File: src/hdl/be_pkg.sv
// Shared widths, opcodes and packets for the in-order back end.
// All sizes are fixed at 16-bit data, 8 registers and 16 memory words.
// r0 reads zero, and STORE is the only op that leaves rd unwritten.

package be_pkg;

   localparam int dword_width_lp = 16;
   localparam int reg_count_lp   = 8;
   localparam int pc_width_lp    = 8;
   localparam int dmem_words_lp  = 16;

   typedef logic [dword_width_lp-1:0]         dword_t;
   typedef logic [$clog2(reg_count_lp)-1:0]   reg_addr_t;
   typedef logic [pc_width_lp-1:0]            pc_t;
   typedef logic [$clog2(dmem_words_lp)-1:0]  dmem_addr_t;

   typedef enum logic [2:0] {
      e_op_add   = 3'd0,
      e_op_sub   = 3'd1,
      e_op_and   = 3'd2,
      e_op_xor   = 3'd3,
      e_op_addi  = 3'd4,
      e_op_load  = 3'd5,
      e_op_store = 3'd6,
      e_op_rdcnt = 3'd7
   } be_op_e;

   // Pre-decoded entry from the front-end queue
   typedef struct packed {
      pc_t       pc;
      be_op_e    op;
      reg_addr_t rd;
      reg_addr_t rs1;
      reg_addr_t rs2;
      dword_t    imm;
   } fe_queue_s;

   typedef struct packed {
      pc_t       pc;
      be_op_e    op;
      reg_addr_t rd;
      dword_t    rs1_val;
      dword_t    rs2_val;
      dword_t    imm;
   } dispatch_pkt_s;

   typedef struct packed {
      logic       w_v;
      dmem_addr_t addr;
      dword_t     data;
   } mmu_cmd_s;

   typedef struct packed {
      dword_t data;
   } mem_resp_s;

   typedef struct packed {
      reg_addr_t rd;
      dword_t    data;
   } wb_pkt_s;

   typedef struct packed {
      pc_t       pc;
      be_op_e    op;
      reg_addr_t rd;
      dword_t    data;
   } commit_pkt_s;

   function automatic logic op_writes_rd(input be_op_e op);
      return op != e_op_store;
   endfunction

endpackage

File: src/hdl/be_calculator.sv
// Two-stage execute pipeline. It never stalls.
// Stage 1 runs the ALU and issues the memory command.
// Stage 2 takes the memory response and registers the commit.
// Memory addresses are rs1 plus imm, cut to the data memory width.

`timescale 1ns/1ps

module be_calculator
   import be_pkg::*;
   (input  logic          clk_i
    , input  logic          arst_n_i

    , input  dispatch_pkt_s dispatch_pkt_i
    , input  logic          dispatch_v_i

    , output reg_addr_t     ex_rd_o
    , output logic          ex_v_o

    , output mmu_cmd_s      mmu_cmd_o
    , output logic          mmu_cmd_v_o
    , input  logic          mmu_cmd_ready_i
    , input  mem_resp_s     mem_resp_i

    , output wb_pkt_s       wb_pkt_o
    , output logic          wb_v_o

    , output commit_pkt_s   commit_pkt_o
    , output logic          commit_v_o
    );

   dword_t      alu_result;
   dword_t      addr_sum;
   logic        mem_op;
   commit_pkt_s ex_pkt_r;
   logic        ex_v_r;
   logic        ex_rsp_v_r;
   commit_pkt_s commit_pkt_r;
   logic        commit_v_r;

   // STORE carries its store data through as the result
   always_comb begin
      unique case (dispatch_pkt_i.op)
         e_op_add:   alu_result = dispatch_pkt_i.rs1_val + dispatch_pkt_i.rs2_val;
         e_op_sub:   alu_result = dispatch_pkt_i.rs1_val - dispatch_pkt_i.rs2_val;
         e_op_and:   alu_result = dispatch_pkt_i.rs1_val & dispatch_pkt_i.rs2_val;
         e_op_xor:   alu_result = dispatch_pkt_i.rs1_val ^ dispatch_pkt_i.rs2_val;
         e_op_addi:  alu_result = dispatch_pkt_i.rs1_val + dispatch_pkt_i.imm;
         e_op_store: alu_result = dispatch_pkt_i.rs2_val;
         default:    alu_result = '0;
      endcase
   end

   assign mem_op   = dispatch_pkt_i.op inside {e_op_load, e_op_store, e_op_rdcnt};
   assign addr_sum = dispatch_pkt_i.rs1_val + dispatch_pkt_i.imm;

   assign mmu_cmd_o   = '{w_v:  (dispatch_pkt_i.op == e_op_store),
                          addr: addr_sum[$bits(dmem_addr_t)-1:0],
                          data: dispatch_pkt_i.rs2_val};
   assign mmu_cmd_v_o = dispatch_v_i & mem_op;

   always_ff @(posedge clk_i or negedge arst_n_i) begin
      if (!arst_n_i) begin
         ex_v_r     <= 1'b0;
         ex_rsp_v_r <= 1'b0;
         commit_v_r <= 1'b0;
      end else begin
         ex_v_r     <= dispatch_v_i;
         // Loads and RDCNT take their result from the memory block
         ex_rsp_v_r <= mmu_cmd_v_o & mmu_cmd_ready_i & (dispatch_pkt_i.op != e_op_store);
         commit_v_r <= ex_v_r;
      end
   end

   always_ff @(posedge clk_i) begin
      if (dispatch_v_i) begin
         ex_pkt_r <= '{pc:   dispatch_pkt_i.pc,
                       op:   dispatch_pkt_i.op,
                       rd:   dispatch_pkt_i.rd,
                       data: alu_result};
      end
      if (ex_v_r) begin
         commit_pkt_r      <= ex_pkt_r;
         commit_pkt_r.data <= ex_rsp_v_r ? mem_resp_i.data : ex_pkt_r.data;
      end
   end

   assign ex_rd_o = ex_pkt_r.rd;
   assign ex_v_o  = ex_v_r & op_writes_rd(ex_pkt_r.op);

   assign wb_pkt_o = '{rd: commit_pkt_r.rd, data: commit_pkt_r.data};
   assign wb_v_o   = commit_v_r & op_writes_rd(commit_pkt_r.op) & (commit_pkt_r.rd != '0);

   assign commit_pkt_o = commit_pkt_r;
   assign commit_v_o   = commit_v_r;

endmodule

File: src/hdl/be_checker.sv
// Register file, hazard check and dispatch.
// No forwarding: a source waits until its producer has left writeback.
// Dispatch is one cycle wide and is never back-pressured.
// The front-end queue holds its head entry stable until yumi.

`timescale 1ns/1ps

module be_checker
   import be_pkg::*;
   (input  logic          clk_i
    , input  logic          arst_n_i

    , input  fe_queue_s     fe_queue_i
    , input  logic          fe_queue_v_i
    , output logic          fe_queue_yumi_o

    , output dispatch_pkt_s dispatch_pkt_o
    , output logic          dispatch_v_o

    , input  reg_addr_t     ex_rd_i
    , input  logic          ex_v_i

    , input  wb_pkt_s       wb_pkt_i
    , input  logic          wb_v_i
    );

   dword_t        rf_r [reg_count_lp];
   dispatch_pkt_s dispatch_pkt_r;
   logic          dispatch_v_r;
   logic          disp_wr_v;
   reg_addr_t     busy_rd [3];
   logic [2:0]    busy_v;
   logic          use_rs1;
   logic          use_rs2;
   logic          rs1_hit;
   logic          rs2_hit;
   logic          hazard;
   logic          yumi;

   // Destination held in the dispatch register
   assign disp_wr_v = dispatch_v_r & op_writes_rd(dispatch_pkt_r.op);

   assign use_rs1 = (fe_queue_i.op != e_op_rdcnt);
   assign use_rs2 = fe_queue_i.op inside {e_op_add, e_op_sub, e_op_and, e_op_xor, e_op_store};

   // Compare head sources against dispatch, stage 1 and writeback
   always_comb begin
      busy_rd[0] = dispatch_pkt_r.rd;
      busy_rd[1] = ex_rd_i;
      busy_rd[2] = wb_pkt_i.rd;
      busy_v     = {wb_v_i, ex_v_i, disp_wr_v};
      rs1_hit    = 1'b0;
      rs2_hit    = 1'b0;
      for (int i = 0; i < 3; i++) begin
         rs1_hit |= busy_v[i] && (busy_rd[i] == fe_queue_i.rs1);
         rs2_hit |= busy_v[i] && (busy_rd[i] == fe_queue_i.rs2);
      end
   end

   assign hazard = (use_rs1 && rs1_hit && (fe_queue_i.rs1 != '0))
                 | (use_rs2 && rs2_hit && (fe_queue_i.rs2 != '0));

   assign yumi = fe_queue_v_i & ~hazard;

   // r0 is never written, so it stays zero
   always_ff @(posedge clk_i or negedge arst_n_i) begin
      if (!arst_n_i) begin
         for (int i = 0; i < reg_count_lp; i++) begin
            rf_r[i] <= '0;
         end
      end else if (wb_v_i && (wb_pkt_i.rd != '0)) begin
         rf_r[wb_pkt_i.rd] <= wb_pkt_i.data;
      end
   end

   always_ff @(posedge clk_i or negedge arst_n_i) begin
      if (!arst_n_i) begin
         dispatch_v_r <= 1'b0;
      end else begin
         dispatch_v_r <= yumi;
      end
   end

   // Operands read from the register file as it stands this cycle
   always_ff @(posedge clk_i) begin
      if (yumi) begin
         dispatch_pkt_r <= '{pc:      fe_queue_i.pc,
                             op:      fe_queue_i.op,
                             rd:      fe_queue_i.rd,
                             rs1_val: rf_r[fe_queue_i.rs1],
                             rs2_val: rf_r[fe_queue_i.rs2],
                             imm:     fe_queue_i.imm};
      end
   end

   assign fe_queue_yumi_o = yumi;
   assign dispatch_pkt_o  = dispatch_pkt_r;
   assign dispatch_v_o    = dispatch_v_r;

endmodule

File: src/hdl/be_mem.sv
// Small data memory plus the retire counter.
// Always ready; responses come one cycle after the command.
// RDCNT also counts a commit in the response cycle, so the value
// matches the number of instructions retired before it.

`timescale 1ns/1ps

module be_mem
   import be_pkg::*;
   (input  logic      clk_i
    , input  logic      arst_n_i

    , input  mmu_cmd_s  mmu_cmd_i
    , input  logic      mmu_cmd_v_i
    , input  be_op_e    mmu_cmd_op_i
    , output logic      mmu_cmd_ready_o

    , output mem_resp_s mem_resp_o

    , input  logic      commit_v_i
    );

   dword_t mem_r [dmem_words_lp];
   dword_t rdata_r;
   be_op_e op_r;
   dword_t retire_cnt_r;
   logic   cmd_fire;

   assign mmu_cmd_ready_o = 1'b1;
   assign cmd_fire        = mmu_cmd_v_i & mmu_cmd_ready_o;

   always_ff @(posedge clk_i or negedge arst_n_i) begin
      if (!arst_n_i) begin
         for (int i = 0; i < dmem_words_lp; i++) begin
            mem_r[i] <= '0;
         end
      end else if (cmd_fire && mmu_cmd_i.w_v) begin
         mem_r[mmu_cmd_i.addr] <= mmu_cmd_i.data;
      end
   end

   // Registered read that sees a store only on the next command
   always_ff @(posedge clk_i) begin
      if (cmd_fire) begin
         rdata_r <= mem_r[mmu_cmd_i.addr];
         op_r    <= mmu_cmd_op_i;
      end
   end

   always_ff @(posedge clk_i or negedge arst_n_i) begin
      if (!arst_n_i) begin
         retire_cnt_r <= '0;
      end else if (commit_v_i) begin
         retire_cnt_r <= retire_cnt_r + dword_t'(1);
      end
   end

   // Counter read includes the commit of this same cycle
   assign mem_resp_o.data = (op_r == e_op_rdcnt)
                          ? retire_cnt_r + dword_t'(commit_v_i)
                          : rdata_r;

endmodule

File: src/hdl/be_top.sv
// Back-end top level wiring the checker, calculator and memory.
// The front-end queue source must hold its entry until yumi.
// Commits leave in program order with no back-pressure.

`timescale 1ns/1ps

module be_top
   import be_pkg::*;
   (input  logic        clk_i
    , input  logic        arst_n_i

    , input  fe_queue_s   fe_queue_i
    , input  logic        fe_queue_v_i
    , output logic        fe_queue_yumi_o

    , output commit_pkt_s commit_pkt_o
    , output logic        commit_v_o
    );

   dispatch_pkt_s dispatch_pkt;
   logic          dispatch_v;
   reg_addr_t     ex_rd;
   logic          ex_v;
   mmu_cmd_s      mmu_cmd;
   logic          mmu_cmd_v;
   logic          mmu_cmd_ready;
   mem_resp_s     mem_resp;
   wb_pkt_s       wb_pkt;
   logic          wb_v;

   be_checker be_checker
     (.clk_i(clk_i)
      ,.arst_n_i(arst_n_i)
      ,.fe_queue_i(fe_queue_i)
      ,.fe_queue_v_i(fe_queue_v_i)
      ,.fe_queue_yumi_o(fe_queue_yumi_o)
      ,.dispatch_pkt_o(dispatch_pkt)
      ,.dispatch_v_o(dispatch_v)
      ,.ex_rd_i(ex_rd)
      ,.ex_v_i(ex_v)
      ,.wb_pkt_i(wb_pkt)
      ,.wb_v_i(wb_v)
      );

   be_calculator be_calculator
     (.clk_i(clk_i)
      ,.arst_n_i(arst_n_i)
      ,.dispatch_pkt_i(dispatch_pkt)
      ,.dispatch_v_i(dispatch_v)
      ,.ex_rd_o(ex_rd)
      ,.ex_v_o(ex_v)
      ,.mmu_cmd_o(mmu_cmd)
      ,.mmu_cmd_v_o(mmu_cmd_v)
      ,.mmu_cmd_ready_i(mmu_cmd_ready)
      ,.mem_resp_i(mem_resp)
      ,.wb_pkt_o(wb_pkt)
      ,.wb_v_o(wb_v)
      ,.commit_pkt_o(commit_pkt_o)
      ,.commit_v_o(commit_v_o)
      );

   // Op comes from the dispatch packet that issues the command
   be_mem be_mem
     (.clk_i(clk_i)
      ,.arst_n_i(arst_n_i)
      ,.mmu_cmd_i(mmu_cmd)
      ,.mmu_cmd_v_i(mmu_cmd_v)
      ,.mmu_cmd_op_i(dispatch_pkt.op)
      ,.mmu_cmd_ready_o(mmu_cmd_ready)
      ,.mem_resp_o(mem_resp)
      ,.commit_v_i(commit_v_o)
      );

endmodule

File: config.mk
export PLATFORM = sky130hd
export DESIGN_NAME = be_top
export DESIGN_NICKNAME = d
export VERILOG_FILES = /design/src/hdl/be_pkg.sv /design/src/hdl/be_calculator.sv /design/src/hdl/be_checker.sv /design/src/hdl/be_mem.sv /design/src/hdl/be_top.sv
export SDC_FILE = /design/constraint.sdc
export NUM_CORES = 1
export LEC_CHECK = 0
export BUFFER_PORTS_ARGS = -buffer_cell sky130_fd_sc_hd__buf_2
export CAP_MARGIN = 10
export CORE_MARGIN = 2
export CORE_UTILIZATION = 50
export CTS_CLUSTER_SIZE = 28
export DETAILED_ROUTE_END_ITERATION = 7
export GPL_ROUTABILITY_DRIVEN = 0
export PLACE_DENSITY_LB_ADDON = 0.12
export SETUP_SLACK_MARGIN = 0.1
export SYNTH_ARGS = -nofsm -noshare
export SYNTH_HDL_FRONTEND = slang
export SYNTH_SLANG_ARGS = --single-unit
File: constraint.sdc
create_clock -name clk_i -period 7.3 [get_ports clk_i]
set_input_delay 1.095 -clock clk_i [delete_from_list [all_inputs] [get_ports clk_i]]
set_output_delay 1.095 -clock clk_i [all_outputs]
set_load 0.01 [all_outputs]
==> impl_metrics.tcl <==
set metrics [dict create \
    fp-row-count 84 \
    clock_latency_ns 0.63 \
    rsz0062_at_grt "false" \
    cp_common_cell "nand2_1" \
    powerDensity_nw_per_um2 399 \
    core_area_um2 52700 \
    cts.clk_slew.worst_paths_ns 0.06 \
    grt_max_degree 153 \
    max_stage_delay_ns 0.85 \
    grt.overflow.total 0 \
    synth-xor-area-share_pct 3.01 \
    placedInstanceArea_um2 27600 \
    cellLeakagePower_uw 0.0128 \
    grt_usage_pct 23.8 \
    fin_area_um2 29600 \
    start_util_pct 50.7 \
    slew_viol_final 0 \
    fin_skew_ns 0.0273 \
    worstPathRequired_ns 6.20 \
    routed_via_density 6.01 \
    syn_area_per_cell_um2 14.2 \
    cts_setup_buffers 0 \
    synth_area_um2 26700 \
    synth_edf_count 141 \
    first_pass_iters 5 \
    drtAntennaViolNets 0 \
    tightest_slew_ns 1.12 \
    crit_path_cell_trace "buf_4 -> nor2b_4 -> nand2_1 -> nand2_1 -> o22ai_1 -> o21ai_0 -> and3_4 -> buf_2" \
    fin_crit_ns 4.82 \
    area_delta_synth_final_pct 10.7 \
    synthMuxAreaShare_pct 27.9 \
    initialDrtViolationCount 1140 \
    cts_root_buf "clkbuf_16" \
    ctsResizeCount 0 \
    finalHoldViolations 0 \
    fillers 4257 \
    setup_viol 0 \
    async_reset_ff_share_pct 74.1 \
    critPathSlowestCell "and3_4" \
    synthAdderAreaFrac_pct 2.49 \
    io_buffers 70 \
    dieArea_um2 55300 \
    wirelength_um 64700 \
    slew_headroom_pct 25.6 \
    fmax_mhz 208 \
    crit_type "flop to primary output" \
    yosysWarnings 0 \
    final_cell_count_no_fill 2627 \
    dp_slack_ns 2.47 \
    numCtsBuffers 59 \
    grt_antenna_before_repair 3 \
    max_cap_viol_count 0 \
    die_x_um 235 \
    cp-end-kind "primary output" \
    first_global_vias 16500 \
    num-nets-final 1979 \
    hp-class "flop to flop" \
    outcome "finished clean" \
    htree_levels 2 \
    dp_hpwl_um 40900 \
    peakVddDrop_mv 0.225 \
    worstPathArrival_ns 3.72 \
    yosysSeqAreaShare_pct 53.7 \
    drc 0 \
    setup_slack_ns 2.48 \
    ios 71 \
    synth-simple-area-share_pct 5.80 \
    via_count 15800 \
    syn_nets 1966 \
    die_h_um 235 \
    cts_tree "done" \
    r2r_cells 11 \
    synthesis.instances 1875 \
    crit_path_max_fanout 64 \
    synth_compound_area_share_pct 4.37 \
    grt_pass1_wl_um 101000 \
    post-place-cells 2515 \
    ys.flop_type "dfrtp_1" \
    fin_crit_sh_pct 66.0 \
    synth_top_family_by_area "multiplexers" \
    n_antenna_cell 0 \
    ctsHoldBuffers 0 \
    wl_per_cell_um 24.6 \
    synth.distinct_cells 64 \
    startpoint_type "flop" \
    yosys_register_bits 545 \
    cts_sinks 545 \
    layout-drive-gt1-share_pct 37.2 \
    tns_ns 0 \
    clockBufferDepth 3 \
    holdPathStages 0 \
]
-- metal layers --
metal / up-vias / routed length [um] / GRT usage, %
met1: 8281 / 29200 / 34.2
met4: 2 / 1690 / 7.23
met3: 109 / 3510 / 4.51
li1: 7003 / - / -
met5: - / 36 / 0
met2: 402 / 30200 / 37.1
-- metrics by stage --
stage / util (%) / total power [uW] / hold WS (ns)
2_1_floorplan: - / 7640 / 0.400
3_3_place_gp: 52.3 / 8660 / 0.377
3_5_place_dp: 52.3 / 8790 / 0.388
4_1_cts: 56.2 / 11900 / 0.403
5_1_grt: 56.2 / 12500 / 0.411
6_report: 56.2 / 11800 / 0.398
-- flip-flops by register name, indices dropped and copies added (netlist names), 16 cells and up --
| name | count |
|---|---|
| be_mem.mem_r | 256 |
| be_mem.rdata_r | 16 |
| be_checker.dispatch_pkt_o | 62 |
| be_calculator.ex_pkt_r | 27 |
| be_checker.rf_r | 128 |
| be_mem.retire_cnt_r | 16 |
| be_calculator.commit_pkt_o | 30 |
-- synth_stat cells, types with 9 or more instances --
cell        n  area (um^2)
o22ai_1    11         68.8
buf_2      29          145
mux2i_1    18          180
nand2_1   147          552
edfxtp_1  141         4230
o21ai_0    59          295
a21oi_1    25          125
clkbuf_1   92          345
xor2_1     38          333
nor2_1     39          146
dfrtp_1   404        10100
mux2_1     24          270
xnor2_1    45          394
and3_1     26          163
ha_1       50          626
a31oi_1    25          156
mux2_2    365         4110
buf_1      12         45.0
inv_1      20         75.1
mux4_2    128         2880
nand3_1    22          110
o21a_1      9         67.6
-- power breakdown --
group          switching [uW]  internal (uW)
clock                    1280           1790
sequential                779           4250
combinational            1780           1920
total                    3840           7950
-- critical path: cells and delay by family (launching register included) --
kind | cells | cell delay, ns
buf+inv | 2 | 0.62
flops | 1 | 0.32
compound gates | 2 | 0.32
simple gates | 4 | 1.80
-- cells in the final DEF, fill, tap and decap left out, drive strengths merged, types with 11 or more instances in the layout --
master,n
inv,24
nand2,150
xor2,40
a31oi,25
ha,50
edfxtp,141
xnor2,47
nor3,13
mux2i,18
o22ai,11
mux4,128
nand3,32
a21oi,26
mux2,389
o21ai,59
nor2,39
clkinv,23
clkbuf,74
and3,26
buf,98
dfrtp,404
-- logic make-up after synthesis --
logic type | Yosys count
flip-flops | 545
multiplexers | 535
AND/OR/NAND/NOR | 304
AO/OA/AOI/OAI | 184
buffers and inverters | 168
XOR/XNOR | 87
adder cells (fa/ha/maj) | 52
-- worst paths after layout --
check / startpoint / end / slack, ns
worst max-delay path: be_checker.dispatch_pkt_o[53] / fe_queue_yumi_o / 2.48
worst min-delay path: be_checker.rf_r[118] / be_checker.rf_r[118] / 0.40
worst max register to register: be_checker.dispatch_pkt_o[16] / be_calculator.ex_pkt_r[12] / 3.29
worst min register to register: be_checker.rf_r[118] / be_checker.rf_r[118] / 0.40
max in group asynchronous: arst_n_i / be_mem.mem_r[140] / 5.43
min in group asynchronous: arst_n_i / be_checker.rf_r[114] / 0.47
-- area by class of cell --
cell class                      instances  area, um^2  area share [%]
Timing Repair Buffer                   98         583            1.97
Clock buffer                           74        1660            5.60
Inverter                               22        82.6           0.279
Sequential cell                       545       14300            48.5
Tap cell                              688         861            2.91
Clock inverter                         38         365            1.24
Multi-Input combinational cell       1162       11700            39.5
Power figures use the tool's default switching activity.
